===== src/ifu_cfg.svh =====
`ifndef IFU_CFG_SVH
`define IFU_CFG_SVH

// fetch unit build constants

// bytes held by one cache line
`define IFU_LINE_BYTES 16

// rotate stages in the aligner
// log2 of the line bytes
`define IFU_ALIGN_STAGES 4

// req sample edge to inst_valid
// window 1 + align 4 + issue 1
`define IFU_LATENCY 6

`endif

===== src/ifu_pkg.sv =====
`include "ifu_cfg.svh"

package ifu_pkg;

   // one cache line of raw bytes
   typedef logic [`IFU_LINE_BYTES*8-1:0] line_t;

   // two consecutive lines
   // current line sits in the low bytes
   typedef logic [2*`IFU_LINE_BYTES*8-1:0] window_t;

   // start byte within the current line
   typedef logic [$clog2(`IFU_LINE_BYTES)-1:0] ofs_t;

   // instruction length in bytes, 0 to 15
   typedef logic [3:0] isize_t;

   // request travelling the rotate pipeline
   typedef struct packed {
      logic    valid;
      window_t window;
      ofs_t    offset;
      isize_t  size;
   } fetch_pkt_t;

   // aligned instruction as issued
   // byte 0 of the instruction in lane 0
   typedef struct packed {
      line_t  bytes;
      isize_t size;
   } inst_t;

endpackage


===== src/ifu_top.sv =====
`timescale 1ns/1ps

`include "ifu_cfg.svh"

module ifu_top (
   input  logic            clk,
   input  logic            reset,
   input  logic            line_valid,
   input  ifu_pkg::line_t  line_data,
   input  logic            req,
   input  ifu_pkg::ofs_t   req_offset,
   input  ifu_pkg::isize_t req_size,
   output logic            window_ready,
   output logic            inst_valid,
   output ifu_pkg::inst_t  inst
);

   // packet between pipeline stages
   // entry 0 from the window, last entry into issue
   ifu_pkg::fetch_pkt_t stage_pkt [0:`IFU_ALIGN_STAGES];

   ifu_fetch_window u_fetch_window (
      .clk          (clk),
      .reset        (reset),
      .line_valid   (line_valid),
      .line_data    (line_data),
      .req          (req),
      .req_offset   (req_offset),
      .req_size     (req_size),
      .window_ready (window_ready),
      .pkt          (stage_pkt[0])
   );

   // log shifter, stage i moves 2**i bytes
   for (genvar i = 0; i < `IFU_ALIGN_STAGES; i++) begin : g_align
      ifu_align_stage #(
         .SHIFT_BYTES (1 << i)
      ) u_align_stage (
         .clk     (clk),
         .reset   (reset),
         .pkt_in  (stage_pkt[i]),
         .pkt_out (stage_pkt[i+1])
      );
   end

   ifu_issue u_issue (
      .clk        (clk),
      .reset      (reset),
      .pkt        (stage_pkt[`IFU_ALIGN_STAGES]),
      .inst_valid (inst_valid),
      .inst       (inst)
   );

endmodule


===== src/ifu_issue.sv =====
`timescale 1ns/1ps

module ifu_issue (
   input  logic                clk,
   input  logic                reset,
   input  ifu_pkg::fetch_pkt_t pkt,
   output logic                inst_valid,
   output ifu_pkg::inst_t      inst
);

   localparam int LINE_BITS = $bits(ifu_pkg::line_t);

   // byte enables for the instruction length
   ifu_pkg::line_t byte_mask;

   // low line of the fully rotated window
   ifu_pkg::line_t aligned_line;

   logic           inst_valid_q;
   ifu_pkg::inst_t inst_q;

   ifu_mask_detector u_mask_detector (
      .size (pkt.size),
      .mask (byte_mask)
   );

   // instruction start already sits in lane 0
   assign aligned_line = pkt.window[LINE_BITS-1:0];

   // issue valid
   always_ff @(posedge clk) begin
      if (reset) begin
         inst_valid_q <= 1'b0;
      end else begin
         inst_valid_q <= pkt.valid;
      end
   end

   // bytes past the length are zeroed
   always_ff @(posedge clk) begin
      inst_q.bytes <= aligned_line & byte_mask;
      inst_q.size  <= pkt.size;
   end

   assign inst_valid = inst_valid_q;
   assign inst       = inst_q;

endmodule


===== src/ifu_align_stage.sv =====
`timescale 1ns/1ps

module ifu_align_stage #(
   // byte distance of this stage, power of two below 16
   parameter int SHIFT_BYTES = 1
) (
   input  logic                clk,
   input  logic                reset,
   input  ifu_pkg::fetch_pkt_t pkt_in,
   output ifu_pkg::fetch_pkt_t pkt_out
);

   // offset bit that enables this stage
   localparam int SEL_BIT = $clog2(SHIFT_BYTES);

   // window after the conditional rotate
   ifu_pkg::window_t window_shifted;

   ifu_pkg::fetch_pkt_t pkt_q;

   // move the window down when the offset bit is set
   // upper bytes fill with zero
   always_comb begin
      if (pkt_in.offset[SEL_BIT]) begin
         window_shifted = pkt_in.window >> (SHIFT_BYTES * 8);
      end else begin
         window_shifted = pkt_in.window;
      end
   end

   // stage register
   always_ff @(posedge clk) begin
      if (reset) begin
         pkt_q.valid <= 1'b0;
      end else begin
         pkt_q.valid <= pkt_in.valid;
      end
      // offset and size ride along for later stages
      pkt_q.window <= window_shifted;
      pkt_q.offset <= pkt_in.offset;
      pkt_q.size   <= pkt_in.size;
   end

   assign pkt_out = pkt_q;

endmodule


===== src/ifu_fetch_window.sv =====
`timescale 1ns/1ps

module ifu_fetch_window (
   input  logic               clk,
   input  logic               reset,
   input  logic               line_valid,
   input  ifu_pkg::line_t     line_data,
   input  logic               req,
   input  ifu_pkg::ofs_t      req_offset,
   input  ifu_pkg::isize_t    req_size,
   output logic               window_ready,
   output ifu_pkg::fetch_pkt_t pkt
);

   // two line slots of the window
   ifu_pkg::line_t cur_line;
   ifu_pkg::line_t next_line;

   // lines loaded so far, stops at two
   logic [1:0] fill_cnt;

   // request taken this cycle
   logic accept;

   // launched packet
   ifu_pkg::fetch_pkt_t pkt_q;

   // window usable once both slots hold data
   assign window_ready = (fill_cnt == 2'd2);

   // only a full window takes a request
   assign accept = req & window_ready;

   // fill counter
   always_ff @(posedge clk) begin
      if (reset) begin
         fill_cnt <= 2'd0;
      end else if (line_valid && (fill_cnt != 2'd2)) begin
         fill_cnt <= fill_cnt + 2'd1;
      end
   end

   // line slots shift on every load
   // next slot moves down, new line lands on top
   always_ff @(posedge clk) begin
      if (line_valid) begin
         cur_line  <= next_line;
         next_line <= line_data;
      end
   end

   // packet launch
   // window sampled before any load on this edge
   always_ff @(posedge clk) begin
      if (reset) begin
         pkt_q.valid <= 1'b0;
      end else begin
         pkt_q.valid <= accept;
      end
      // payload only captured for accepted requests
      if (accept) begin
         pkt_q.window <= {next_line, cur_line};
         pkt_q.offset <= req_offset;
         pkt_q.size   <= req_size;
      end
   end

   // head of the align chain
   assign pkt = pkt_q;

endmodule


===== src/ifu_mask_detector.sv =====
`timescale 1ns/1ps

module ifu_mask_detector (
   input  ifu_pkg::isize_t size,
   output ifu_pkg::line_t  mask
);

   // shared product terms of the size bits
   logic p_3210;
   logic p_321;
   logic p_320;
   logic p_32;
   logic p_310;
   logic p_31;
   logic p_30;
   logic p_210;
   logic p_21;
   logic p_20;
   logic p_10;

   // one enable per kept byte, byte 15 never kept
   logic [14:0] bitmask;

   assign p_3210 = size[3] & size[2] & size[1] & size[0];
   assign p_321  = size[3] & size[2] & size[1];
   assign p_320  = size[3] & size[2] & size[0];
   assign p_32   = size[3] & size[2];
   assign p_310  = size[3] & size[1] & size[0];
   assign p_31   = size[3] & size[1];
   assign p_30   = size[3] & size[0];
   assign p_210  = size[2] & size[1] & size[0];
   assign p_21   = size[2] & size[1];
   assign p_20   = size[2] & size[0];
   assign p_10   = size[1] & size[0];

   // byte k is kept when size exceeds k
   assign bitmask[14] = p_3210;
   assign bitmask[13] = p_321;
   assign bitmask[12] = p_320 | p_321;
   assign bitmask[11] = p_32;
   assign bitmask[10] = p_310 | p_32;
   assign bitmask[9]  = p_31 | p_32;
   assign bitmask[8]  = p_30 | p_31 | p_32;
   // any size from 8 up
   assign bitmask[7]  = size[3];
   assign bitmask[6]  = p_210 | size[3];
   assign bitmask[5]  = p_21 | size[3];
   assign bitmask[4]  = p_20 | p_21 | size[3];
   assign bitmask[3]  = size[2] | size[3];
   assign bitmask[2]  = p_10 | size[2] | size[3];
   assign bitmask[1]  = size[1] | size[2] | size[3];
   // anything but size 0
   assign bitmask[0]  = size[0] | size[1] | size[2] | size[3];

   // spread each byte enable over its eight bits
   for (genvar k = 0; k < 15; k++) begin : g_lane
      assign mask[k*8 +: 8] = {8{bitmask[k]}};
   end

   // top lane always cleared
   assign mask[127:120] = 8'h00;

endmodule


===== config.mk =====
export PLATFORM = sky130hd
export DESIGN_NAME = ifu_top
export DESIGN_NICKNAME = d
export VERILOG_FILES = /design/src/ifu_pkg.sv /design/src/ifu_top.sv /design/src/ifu_issue.sv /design/src/ifu_align_stage.sv /design/src/ifu_fetch_window.sv /design/src/ifu_mask_detector.sv
export VERILOG_INCLUDE_DIRS = /design/src
export SDC_FILE = /design/constraint.sdc
export NUM_CORES = 1
export LEC_CHECK = 0
export BUFFER_PORTS_ARGS = -buffer_cell sky130_fd_sc_hd__clkbuf_2
export CORE_MARGIN = 5
export CORE_UTILIZATION = 35
export DETAILED_ROUTE_END_ITERATION = 10
export PLACE_DENSITY_LB_ADDON = 0.08
export SYNTH_ARGS = -nofsm -noshare
export SYNTH_HDL_FRONTEND = slang
export SYNTH_SLANG_ARGS = --single-unit

===== constraint.sdc =====
create_clock -name clk -period 7.3 [get_ports clk]
set_input_delay 0.73 -clock clk [delete_from_list [all_inputs] [get_ports clk]]
set_output_delay 0.73 -clock clk [all_outputs]
set_load 0.1 [all_outputs]

Yosys cells after proc, flatten, opt, wreduce, memory -nomap -nowiden

Index checks and enable logic that the tools add are counted.

Register bits: 1464
Input port bits: 140
Output and inout port bits: 134
Word-level logic and storage cells: 63

Add/subtract/negate cells: 1
Equality and inequality tests: 2
Multiplexer cells: 4
Bitwise operators: 30
Reductions and logical operators: 1

Operators by type and width:

| cell                  | count |
|---|---|
| $mux W240             | 1 |
| $mux W224             | 1 |
| $mux W192             | 1 |
| $and A128 B120 Y128   | 1 |
| $mux W128             | 1 |
| $or A1 B1 Y1          | 17 |
| $and A1 B1 Y1         | 12 |
| $add A2 B1 Y2 const B | 1 |
| $eq A2 B2 Y1 const B  | 1 |
| $ne A2 B2 Y1 const B  | 1 |
| $logic_and A1 B1 Y1   | 1 |

Longest topological paths before layout

Gate-level depths: netlist of the first run.

Word-level depth: 4
Depth in mapped cells: 4
Gate-level depth less buffers: 4

Cells and area by module

Synthesis of the first run repeated with hierarchy kept, for this count alone.

Cells, all modules: 3137
Area, all modules: 53621.4 µm²

By module, submodules not included:

| module                                      | times used | cells each | area an instance (µm²) | seq. area each (µm²) |
|---|---|---|---|---|
| ifu_fetch_window                            | 1          | 534        | 15770.1                | 15675.0 |
| ifu_align_stage at g_align[0].u_align_stage | 1          | 550        | 8493.1                 | 5305.1 |
| ifu_align_stage at g_align[1].u_align_stage | 1          | 550        | 8413.1                 | 5305.1 |
| ifu_align_stage at g_align[2].u_align_stage | 1          | 550        | 8320.5                 | 5305.1 |
| ifu_align_stage at g_align[3].u_align_stage | 1          | 550        | 8131.5                 | 5305.1 |
| ifu_issue                                   | 1          | 262        | 3477.1                 | 2662.6 |
| ifu_mask_detector                           | 1          | 141        | 1016.0                 | 0.0 |

Least setup slack after synthesis of the first run

OpenSTA, ideal clock, no wires.

Path type: reg2reg
Start: reg u_fetch_window.fill_cnt[0]
End: reg u_fetch_window.pkt_q (netlist bit u_fetch_window.pkt[0]), enable pin
Library setup time: 0.639 ns
Arrival time: 6.927 ns
Data required time: 6.661 ns
Setup slack: -0.266 ns
Stages on the path, launching flop included: 4
Path buffers: 0
Period minus slack after synthesis: 7.566 ns
Cell sequence: dfxtp_1 -> inv_1 -> ha_1 -> and2_1

Longest elaborated chain between the ends: 2

Ends and longest elaborated chain:

| what                            | line                   | RTL |
|---|---|---|
| start, declared                 | ifu_fetch_window.sv:20 | `logic [1:0] fill_cnt;` |
| start signal, assigned          | ifu_fetch_window.sv:39 | `fill_cnt <= fill_cnt + 2'd1;` |
| $eq A2 B2 Y1                    | ifu_fetch_window.sv:29 | `assign window_ready = (fill_cnt == 2'd2);` |
| named net window_ready          | ifu_top.sv:13          | `output logic window_ready,` |
| $and A1 B1 Y1                   | ifu_fetch_window.sv:32 | `assign accept = req & window_ready;` |
| named net u_fetch_window.accept | ifu_fetch_window.sv:23 | `logic accept;` |
| end, declared                   | ifu_fetch_window.sv:26 | `ifu_pkg::fetch_pkt_t pkt_q;` |

The timed path passes the listed nets, and every way through them passes these cells.
A chain may end at the register's enable or synchronous reset.

Worst setup path after layout of the first run

Start: reg u_fetch_window.fill_cnt[0]
End: reg u_fetch_window.pkt_q (netlist bit u_fetch_window.pkt[207]), enable pin

Longest elaborated chain between the ends: 2

Ends and longest elaborated chain:

| what                            | line |
|---|---|
| $eq A2 B2 Y1                    | ifu_fetch_window.sv:29 |
| $and A1 B1 Y1                   | ifu_fetch_window.sv:32 |
| named net u_fetch_window.accept | ifu_fetch_window.sv:23 |

The timed path passes the listed nets, and every way through them passes these cells.

==> results of run 1 <==
[power breakdown]
| group | total [mW] | switching [mW] | internal, mW |
|---|---|---|---|
| logic | 0.811 | 0.528 | 0.283 |
| registers | 8.91 | 0.289 | 8.62 |
| clock network | 7.28 | 2.97 | 4.30 |
[flip-flops by register name, summed over array words and instances, names as in the netlist]
| signal | flops |
|---|---|
| g_align.u_align_stage.pkt_out | 778 |
| u_fetch_window.pkt | 249 |
| u_fetch_window.cur_line | 128 |
| u_fetch_window.next_line | 128 |
| u_issue.inst | 124 |
| u_fetch_window.fill_cnt | 2 |
| u_issue.inst_valid | 1 |
[cell usage after synthesis]
| cell type | count |
|---|---|
| ha_1 | 1 |
| a21boi_1 | 1 |
| a211oi_2 | 1 |
| a21o_1 | 1 |
| o21a_1 | 1 |
| nor2b_1 | 57 |
| clkbuf_2 | 1 |
| dfxtp_1 | 906 |
| or2_0 | 1 |
| or3_4 | 1 |
| buf_6 | 22 |
| nor4_4 | 1 |
| buf_2 | 53 |
| a21boi_0 | 7 |
| nor2_1 | 3 |
| a31oi_2 | 1 |
| inv_1 | 2 |
| and3_1 | 40 |
| mux2_2 | 754 |
| and4_1 | 1 |
| and2_1 | 26 |
| edfxtp_1 | 504 |
| buf_4 | 23 |
| conb_1 | 1 |
| nor3_2 | 1 |
| clkbuf_1 | 2 |
| a21oi_2 | 1 |
| o21ai_1 | 1 |
[worst min path at each step]
stage                                              from                                  end  slack [ps]
detailed placement  g_align[2].u_align_stage.pkt_out[0]  g_align[3].u_align_stage.pkt_out[0]         310
global route                              line_data[69]         u_fetch_window.next_line[69]         110
global placement    g_align[1].u_align_stage.pkt_out[2]  g_align[2].u_align_stage.pkt_out[2]         310
floorplan           g_align[0].u_align_stage.pkt_out[0]  g_align[1].u_align_stage.pkt_out[0]         310
CTS                                      line_data[121]        u_fetch_window.next_line[121]          90
finish                                   line_data[121]        u_fetch_window.next_line[121]         150
[stage by stage]
stage                util  worst slack [ps]  power [mW]  cells
floorplan               -              2480        9.51   2421
global placement    0.375              4520        9.92   4239
detailed placement  0.375              4470        9.92   4239
CTS                 0.414              4710        17.3   4508
global route        0.414              4580        17.7   4508
finish              0.414              4770        17.0   4511
[cell families (layout without fill, tap and decap cells)]
| kind of cell | Yosys count | after routing | share of synthesized area |
|---|---|---|---|
| DFF | 1410 | 1410 | 0.766 |
| muxes | 754 | 754 | 0.195 |
| and+or+nand+nor | 131 | 131 | 0.0193 |
| buffers and inverters | 103 | 553 | 0.0162 |
| AOI/OAI and AO/OA | 14 | 14 | 0.00262 |
| adders and majority gates | 1 | 1 | 0.000288 |
| other | 1 | 11 | 0.0000863 |
[layout make-up]
class,instances,area share
antenna,3,0.000147
clock buffer,217,0.0857
clock inverter,52,0.00803
multi-input combinational,908,0.186
timing repair buffer,282,0.0291
tap,1637,0.0401
inverter,2,0.000147
sequential,1410,0.651
[layer usage]
layer  routed length, um  vias up  GRT usage
met2               54600      438      0.291
met5                   0        -          0
li1                    -     9377          -
met3                5190      140     0.0311
met4                2780        0     0.0525
met1               44400     9320      0.201
==> impl_metrics.env, run 1 <==
export IMPL_start_util=0.352
export IMPL_crit_buf_inv=2
export IMPL_ctsHoldBuffers=0
export IMPL_dieHeight_um=362
export IMPL_rrSetupSlack_ps=4770
export IMPL_reg2reg_to="u_fetch_window.pkt[207]"
export IMPL_cts_tree="built"
export IMPL_post_route_period_util=0.347
export IMPL_setup_viol=0
export IMPL_grt_pass1_vias=21653
export IMPL_die_area_sq_mm=0.131
export IMPL_hp_class="input pin to flip-flop"
export IMPL_crit_path_max_incr_delay_ps=800
export IMPL_end_kind="flip-flop"
export IMPL_drc=0
export IMPL_r2r_cells=4
export IMPL_required_ps=7670
export IMPL_final_cell_mix="dfxtp_1, mux2_2, edfxtp_1"
export IMPL_wl_per_cell_um=23.7
export IMPL_final_area_sq_mm=0.0511
export IMPL_leakagePower_nw=19.4
export IMPL_pin_count=274
export IMPL_fin_worst_skew_ps=18.9
export IMPL_hpwlAfterDp_um=79400
export IMPL_clock_tree_buffer_depth=3
export IMPL_hold_violations=0
export IMPL_r2r_start="u_fetch_window.fill_cnt[0]"
export IMPL_grt_usage=0.163
export IMPL_cap_viol_max_count=0
export IMPL_clock_latency_ps=750
export IMPL_cp_max_fo=71
export IMPL_worst_setup_path_type="flip-flop to flip-flop"
export IMPL_grt_overflow_total=0
export IMPL_layout_commonest_cell="dfxtp_1"
export IMPL_synth_top_cell_by_area="dfxtp_1"
export IMPL_postCtsSetupBuffers=0
export IMPL_crit_path_end="u_fetch_window.pkt[207]"
export IMPL_core_sq_mm=0.123
export IMPL_area_sequential_sq_mm=0.0333
export IMPL_cp_startpoint="u_fetch_window.fill_cnt[0]"
export IMPL_row_count=129
export IMPL_period_minus_slack_ps=2530
export IMPL_synthTopCellsByArea="dfxtp_1, edfxtp_1, mux2_2"
export IMPL_grt_max_degree=149
export IMPL_slew_headroom=0.254
export IMPL_status="complete, no violations"
export IMPL_postRouteAntennaNets=0
export IMPL_synth_top_area_share=0.418
export IMPL_power_per_cell_area_mw_per_mm2=333
export IMPL_nets=2894
export IMPL_hold_path_cell_count=1
export IMPL_synth_seq_cells=1410
export IMPL_clkTransAtPathRegs_ps=60
export IMPL_peakVddDrop_mv=0.239
export IMPL_rsz0062_at_grt="false"
export IMPL_htree_levels=4
export IMPL_cp_slowest_cell="buf_4"
export IMPL_maxSlewViolCount=0
export IMPL_whs_ps=155
export IMPL_avgSynthCellArea_sq_um=18.0
export IMPL_vias=19275
export IMPL_yosys_warnings=0
export IMPL_worstPathArrival_ps=2900
export IMPL_numCtsBuffers=149
export IMPL_grt_pass1_wl_um=154000
export IMPL_area_growth_pct=17.7
export IMPL_n_fill_cell=11171
export IMPL_drtIter0Drc=865
export IMPL_routed_wl_um=107000
export IMPL_dpl_instance_area_sq_mm=0.0463
export IMPL_ys_seq_area_frac=0.766
export IMPL_gp_congestion=0.797
export IMPL_start_kind="flip-flop"
export IMPL_cts_resized=0
export IMPL_drtPass1Iterations=4
export IMPL_drive_above_1_share=0.440
export IMPL_cp_depth=4
export IMPL_fp_dieW_um=362
export IMPL_cts_root_buf="clkbuf_16"
export IMPL_viasPerCell=4.27
export IMPL_path_cells="inv_1 -> ha_1 -> and2_4 -> buf_4"
export IMPL_timing_fmax_ghz=0.395
export IMPL_multi_input_area_sq_mm=0.00949
export IMPL_yosys_cell_types_count=28
export IMPL_setup_tns_ps=0
export IMPL_synth_cells=2414
export IMPL_cts_sinks=1410
export IMPL_port_buffers=265
export IMPL_max_slew_worst_pin_slew_ps=1120
export IMPL_path_delay_family="buffers and inverters"
export IMPL_netlist_area_sq_mm=0.0434
export IMPL_antenna_found_initial=28
Power figures use the tool's default switching activity.
==> inputs of run 2 (changes only) <==
--- a/config.mk
+++ b/config.mk
@@ -6,6 +6,7 @@
 export SDC_FILE = /design/constraint.sdc
 export NUM_CORES = 1
 export LEC_CHECK = 0
+export ABC_AREA = 1
 export BUFFER_PORTS_ARGS = -buffer_cell sky130_fd_sc_hd__clkbuf_2
 export CORE_MARGIN = 5
 export CORE_UTILIZATION = 35
==> constraint.sdc (replaced) <==
create_clock -name clk -period 2.3 [get_ports clk]
set_input_delay 0.23 -clock clk [delete_from_list [all_inputs] [get_ports clk]]
set_output_delay 0.23 -clock clk [all_outputs]
set_load 0.1 [all_outputs]
==> run 2 against run 1 <==
Core utilization increased by 1.6 points. Clock skew increased by 8.3 ps. Sequential cell count unchanged. Critical path type is now flip-flop to primary output. Synthesized cell count increased by 57%. Power increased to 3.3 times the previous value. Critical endpoint is now window_ready. Sequential power increased to 3.2 times the previous value. Combinational power increased to 4.2 times the previous value. Synthesized area increased by 0.35%. Global-route usage increased by 2.7 points. Cell count increased by 33%.
==> impl_metrics.env, run 2 <==
export IMPL_status="complete, no violations"
export IMPL_drtIter0Drc=2098
export IMPL_synth_main_ff_cell="dfxtp_1"
export IMPL_grt_pass1_wl_um=178000
export IMPL_dpl_instance_area_sq_mm=0.0468
export IMPL_largest_reg_flops=778
export IMPL_synth_cells=3779
export IMPL_setup_tns_ps=0
export IMPL_synth_xor_area_frac=0
export IMPL_synth_compound_area_share=0.0870
export IMPL_post_route_period_util=0.874
export IMPL_synthTopCellsByArea="dfxtp_1, edfxtp_1, inv_1"
export IMPL_rsz0062_at_grt="false"
export IMPL_postCtsSetupBuffers=0
export IMPL_start_util=0.352
export IMPL_crit_buf_inv=2
export IMPL_max_slew_worst_pin_slew_ps=720
export IMPL_synth_edf_count=504
export IMPL_netlist_top_cells_count="dfxtp_1, inv_1, edfxtp_1"
export IMPL_clock_tree_buffer_depth=3
export IMPL_period_minus_slack_ps=2010
export IMPL_worstPathArrival_ps=1780
export IMPL_clock_latency_ps=770
export IMPL_setup_viol=0
export IMPL_synthSimpleGateAreaFrac=0.0786
export IMPL_power_per_cell_area_mw_per_mm2=1050
export IMPL_r2r_cells=6
export IMPL_grt_usage=0.191
export IMPL_hold_path_cell_count=2
export IMPL_drc=0
export IMPL_end_kind="primary output"
export IMPL_fin_worst_skew_ps=27.2
export IMPL_leakagePower_nw=22.8
export IMPL_die_area_sq_mm=0.132
export IMPL_p_int_mw=42.7
export IMPL_combPwrFrac=0.061
export IMPL_cap_viol_max_count=0
export IMPL_path_cells="inv_2 -> ha_4 -> clkbuf_2"
export IMPL_ys_seq_area_frac=0.763
export IMPL_htree_levels=4
export IMPL_dpl_cell_count=5588
export IMPL_numCtsBuffers=152
export IMPL_cp_slowest_cell="clkbuf_2"
export IMPL_pin_count=274
export IMPL_grt_overflow_total=0
export IMPL_hpwlAfterDp_um=98100
export IMPL_power_share_clock=0.432
export IMPL_maxSlewViolCount=0
export IMPL_swShare=0.235
export IMPL_slew_headroom=0.520
export IMPL_viasPerCell=4.28
export IMPL_synthAdderAreaFrac=0.000287
export IMPL_reg2reg_to="u_fetch_window.pkt[51]"
export IMPL_grt_max_degree=103
export IMPL_final_area_sq_mm=0.0533
export IMPL_fp_dieW_um=363
export IMPL_hold_violations=0
export IMPL_r2r_start="u_fetch_window.fill_cnt[0]"
export IMPL_seqPwrFrac=0.507
export IMPL_peakVddDrop_mv=0.758
export IMPL_antenna_found_initial=8
export IMPL_cts_tree="built"
export IMPL_gp_congestion=0.889
export IMPL_synth_seq_cells=1410
export IMPL_yosys_warnings=0
export IMPL_required_ps=2070
export IMPL_synth_top_cell_by_area="dfxtp_1"
export IMPL_avgSynthCellArea_sq_um=11.5
export IMPL_yosys_cell_types_count=20
export IMPL_drtPass1Iterations=5
export IMPL_p_switching_mw=13.1
export IMPL_synth_top_family_by_area="compound AO/OA/AOI/OAI gates"
export IMPL_nets=4385
export IMPL_core_sq_mm=0.124
export IMPL_cts_sinks=1410
export IMPL_dieHeight_um=363
export IMPL_cp_max_fo=4
export IMPL_hp_class="input pin to flip-flop"
export IMPL_drive_above_1_share=0.135
export IMPL_path_delay_family="buffers and inverters"
export IMPL_synthArstFlopShare=0
export IMPL_synth_top_area_share=0.416
export IMPL_cts_root_buf="clkbuf_16"
export IMPL_hold_end="u_fetch_window.next_line[93]"
export IMPL_vias=25733
export IMPL_synth_area_mux_share=0
export IMPL_routed_wl_um=127000
export IMPL_start_kind="flip-flop"
export IMPL_yosysMostFrequentCell="dfxtp_1"
export IMPL_grt_pass1_vias=25152
export IMPL_timing_fmax_ghz=0.498
export IMPL_layout_commonest_cell="dfxtp_1"
export IMPL_wl_per_cell_um=21.1
export IMPL_row_count=129
export IMPL_postRouteAntennaNets=0
export IMPL_crit_path_max_incr_delay_ps=470
export IMPL_area_growth_pct=22.2
export IMPL_finish_utilization=0.430
export IMPL_rrSetupSlack_ps=710
export IMPL_netlist_area_sq_mm=0.0436
export IMPL_hp_start="line_data[93]"
export IMPL_whs_ps=183
export IMPL_final_cell_mix="dfxtp_1, inv_1, edfxtp_1"
export IMPL_stdcell_count=6011
export IMPL_clkTransAtPathRegs_ps=60
export IMPL_port_buffers=265
export IMPL_worst_setup_path_type="flip-flop to primary output"
## run 2: changes by cell type after synthesis, sizes merged, moves of 6 or more
cell,change
mux2,-754
inv,+525
nor2,+459
nand2,+439
o21ai,+393
a21oi,+360
nor2b,-57
buf,+43
and3,-40
clkbuf,+34
and2,-26
a21boi,-8
nand3,+6
## run 2: kinds of logic (layout without fill, tap and decap cells)
logic type               count (synthesis)  in the layout
adder cells (fa/ha/maj)                  1              1
other                                    1             12
flip-flops                            1410           1410
AO/OA/AOI/OAI                          755            755
AND/OR/NAND/NOR                        907            907
buffers and inverters                  705           1289
## run 2: worst reg2reg max path, stage by stage (launching register included)
cell        delay [ps]
dfxtp_2            330
inv_2               70
ha_4               160
nand2_4             60
clkinvlp_4          80
buf_12             240
buf_4              350
## run 2: worst max path at each step
stage          slack, ps                       to  depth (start not counted)                        from
2_1_floorplan      -2540    u_fetch_window.pkt[0]                          4  u_fetch_window.fill_cnt[0]
3_3_place_gp         700  u_fetch_window.pkt[178]                          6  u_fetch_window.fill_cnt[0]
3_5_place_dp         690   u_fetch_window.pkt[58]                          6  u_fetch_window.fill_cnt[0]
4_1_cts              210             window_ready                          3  u_fetch_window.fill_cnt[0]
5_1_grt              210             window_ready                          3  u_fetch_window.fill_cnt[0]
6_report             290             window_ready                          3  u_fetch_window.fill_cnt[0]
## run 2: layout make-up
type | count | area, sq um
clock buffers | 235 | 4580
clock inverters | 45 | 438
fillers | 11868 | 70500
inverters | 527 | 1980
well taps | 1637 | 2050
flip-flops and latches | 1410 | 33300
repair buffers | 482 | 3640
multi-input cells | 1671 | 7280
diodes | 4 | 10.0
## run 2: layer usage
metal | GRT usage | wire length (um)
met5 | 0 | 0
met4 | 0.0531 | 2820
met3 | 0.0348 | 6630
met2 | 0.303 | 57700
met1 | 0.270 | 59700
## run 2: per-stage QoR
step | worst slack (ps) | power [mW]
after floorplan | -2540 | 30.5
after global placement | 697 | 32.1
after detailed placement | 690 | 32.1
after CTS | 210 | 56.6
after global routing | 208 | 58.0
final | 290 | 55.9
## run 2: what timing repair did
action	CTS	global route
endpoints found under the hold margin	169	0
gates resized for setup	0	0
hold buffers	139	0
## run 2: power groups by stage
stage | clock (mW) | sequential (mW) | combinational [mW]
2_1_floorplan | 0 | 29.3 | 1.23
3_5_place_dp | 0 | 28.9 | 3.23
5_1_grt | 25.9 | 28.4 | 3.67
3_3_place_gp | 0 | 28.9 | 3.22
6_report | 24.2 | 28.3 | 3.40
4_1_cts | 24.8 | 28.3 | 3.43
==> inputs of run 3 (changes only) <==
--- a/config.mk
+++ b/config.mk
@@ -7,7 +7,7 @@
 export NUM_CORES = 1
 export LEC_CHECK = 0
 export ABC_AREA = 1
-export BUFFER_PORTS_ARGS = -buffer_cell sky130_fd_sc_hd__clkbuf_2
+export BUFFER_PORTS_ARGS = -buffer_cell sky130_fd_sc_hd__buf_4
 export CORE_MARGIN = 5
 export CORE_UTILIZATION = 35
 export DETAILED_ROUTE_END_ITERATION = 10
==> run 3 against run 2 <==
Clock skew up 1.8 ps. Design area up 0.94%. Cell count down 0.12%. Global-route usage down 0.17 points. Clock power down 2%. Die area unchanged. Count of clock-buffer cells in the layout down 25. Non-clock buffer count down 4. Critical path depth up 2. Register-to-register slack worse by 300 ps. Core utilization up 0.40 points. Largest power group unchanged.
==> impl_metrics.env, run 3 (synthesized netlist as in run 2, its figures left out) <==
export IMPL_die_area_sq_mm=0.132
export IMPL_worstPathArrival_ps=2380
export IMPL_timing_fmax_ghz=0.528
export IMPL_power_per_cell_area_mw_per_mm2=1030
export IMPL_p_int_mw=42.5
export IMPL_slew_headroom=0.401
export IMPL_clkTransAtPathRegs_ps=60
export IMPL_drtIter0Drc=1853
export IMPL_grt_usage=0.189
export IMPL_leakagePower_nw=22.9
export IMPL_grt_max_degree=130
export IMPL_hold_violations=0
export IMPL_status="complete, no violations"
export IMPL_postCtsSetupBuffers=0
export IMPL_nets=4379
export IMPL_grt_pass1_wl_um=177000
export IMPL_start_kind="flip-flop"
export IMPL_area_growth_pct=23.3
export IMPL_worst_setup_path_type="flip-flop to flip-flop"
export IMPL_largest_reg_flops=778
export IMPL_max_slew_worst_pin_slew_ps=889
export IMPL_htree_levels=4
export IMPL_drtPass1Iterations=5
export IMPL_swShare=0.235
export IMPL_clock_latency_ps=770
export IMPL_cap_viol_max_count=0
export IMPL_final_cell_mix="dfxtp_1, inv_1, edfxtp_1"
export IMPL_seqPwrFrac=0.509
export IMPL_dp_slack_ps=353
export IMPL_start_util=0.352
export IMPL_peakVddDrop_mv=0.806
export IMPL_layout_commonest_cell="dfxtp_1"
export IMPL_antenna_found_initial=9
export IMPL_hp_class="input pin to flip-flop"
export IMPL_port_buffers=265
export IMPL_gp_congestion=0.868
export IMPL_setup_tns_ps=0
export IMPL_numCtsBuffers=150
export IMPL_grt_overflow_total=0
export IMPL_cts_sinks=1410
export IMPL_post_route_period_util=0.824
export IMPL_rsz0062_at_grt="false"
export IMPL_cts_tree="built"
export IMPL_p_switching_mw=13.1
export IMPL_core_sq_mm=0.124
export IMPL_power_share_clock=0.428
export IMPL_postRouteAntennaNets=0
export IMPL_routed_wl_um=125000
export IMPL_cts_root_buf="clkbuf_16"
export IMPL_viasPerCell=4.26
export IMPL_required_ps=2790
export IMPL_combPwrFrac=0.063
export IMPL_maxSlewViolCount=0
export IMPL_setup_slack_ps=406
export IMPL_cts_resized=0
export IMPL_drive_above_1_share=0.134
export IMPL_wl_per_cell_um=20.8
export IMPL_grt_pass1_vias=25337
export IMPL_cp_max_fo=19
export IMPL_setup_viol=0
export IMPL_hpwlAfterDp_um=98100
export IMPL_dieHeight_um=363
export IMPL_fin_worst_skew_ps=29.0
export IMPL_end_kind="flip-flop"
export IMPL_drc=0
export IMPL_fp_dieW_um=363
export IMPL_row_count=129
export IMPL_period_minus_slack_ps=1890
export IMPL_ctsHoldBuffers=139
export IMPL_clock_tree_buffer_depth=3
export IMPL_n_fill_cell=11768
export IMPL_pin_count=274
export IMPL_finish_utilization=0.434
export IMPL_vias=25562
[run 3: power groups by stage]
stage          logic, mW  clock network, mW  registers [mW]
2_1_floorplan       1.23                  0            29.3
3_3_place_gp        3.33                  0            28.9
3_5_place_dp        3.35                  0            28.9
4_1_cts             3.55               24.4            28.3
5_1_grt             3.80               25.5            28.4
6_report            3.51               23.8            28.3
[run 3: metrics by stage]
step	hold WS, ps	cell area (sq um)	std cells	power, mW
6_report	181	53800	6004	55.6
5_1_grt	148	53800	6001	57.7
4_1_cts	105	53800	6001	56.3
3_5_place_dp	312	47400	5584	32.2
3_3_place_gp	310	47400	5584	32.2
2_1_floorplan	301	43600	3786	30.5
[run 3: final cells by class]
class	count	area, sq um	area share
antenna	3	7.51	0.000140
clock buffer	210	4330	0.0805
clock inverter	68	599	0.0111
inverter	527	1980	0.0369
multi-input combinational	1671	7280	0.135
sequential	1410	33300	0.619
tap	1637	2050	0.0381
timing repair buffer	478	4230	0.0787
[run 3: critical path, stage by stage (launching register included)]
cell	delay, ps
dfxtp_2	340
inv_2	50
ha_4	170
nand2_4	80
clkinvlp_4	510
buf_4	440
[run 3: path summary, 6_finish.rpt]
check,depth (start not counted),slack (ps),end,startpoint
worst max-delay path,5,410,u_fetch_window.pkt[139],u_fetch_window.fill_cnt[0]
worst max register to register,5,410,u_fetch_window.pkt[139],u_fetch_window.fill_cnt[0]
worst min-delay path,2,180,u_fetch_window.next_line[17],line_data[17]
worst min register to register,0,320,g_align[3].u_align_stage.pkt_out[0],g_align[2].u_align_stage.pkt_out[0]
[run 3: metal layers]
| metal | GRT usage | vias to the layer above | part of all wire |
|---|---|---|---|
| met4 | 0.0680 | 0 | 0.034 |
| met2 | 0.295 | 709 | 0.44 |
| met1 | 0.267 | 11629 | 0.47 |
| li1 | - | 13027 | - |
| met3 | 0.0322 | 197 | 0.055 |
| met5 | 0 | - | 0 |
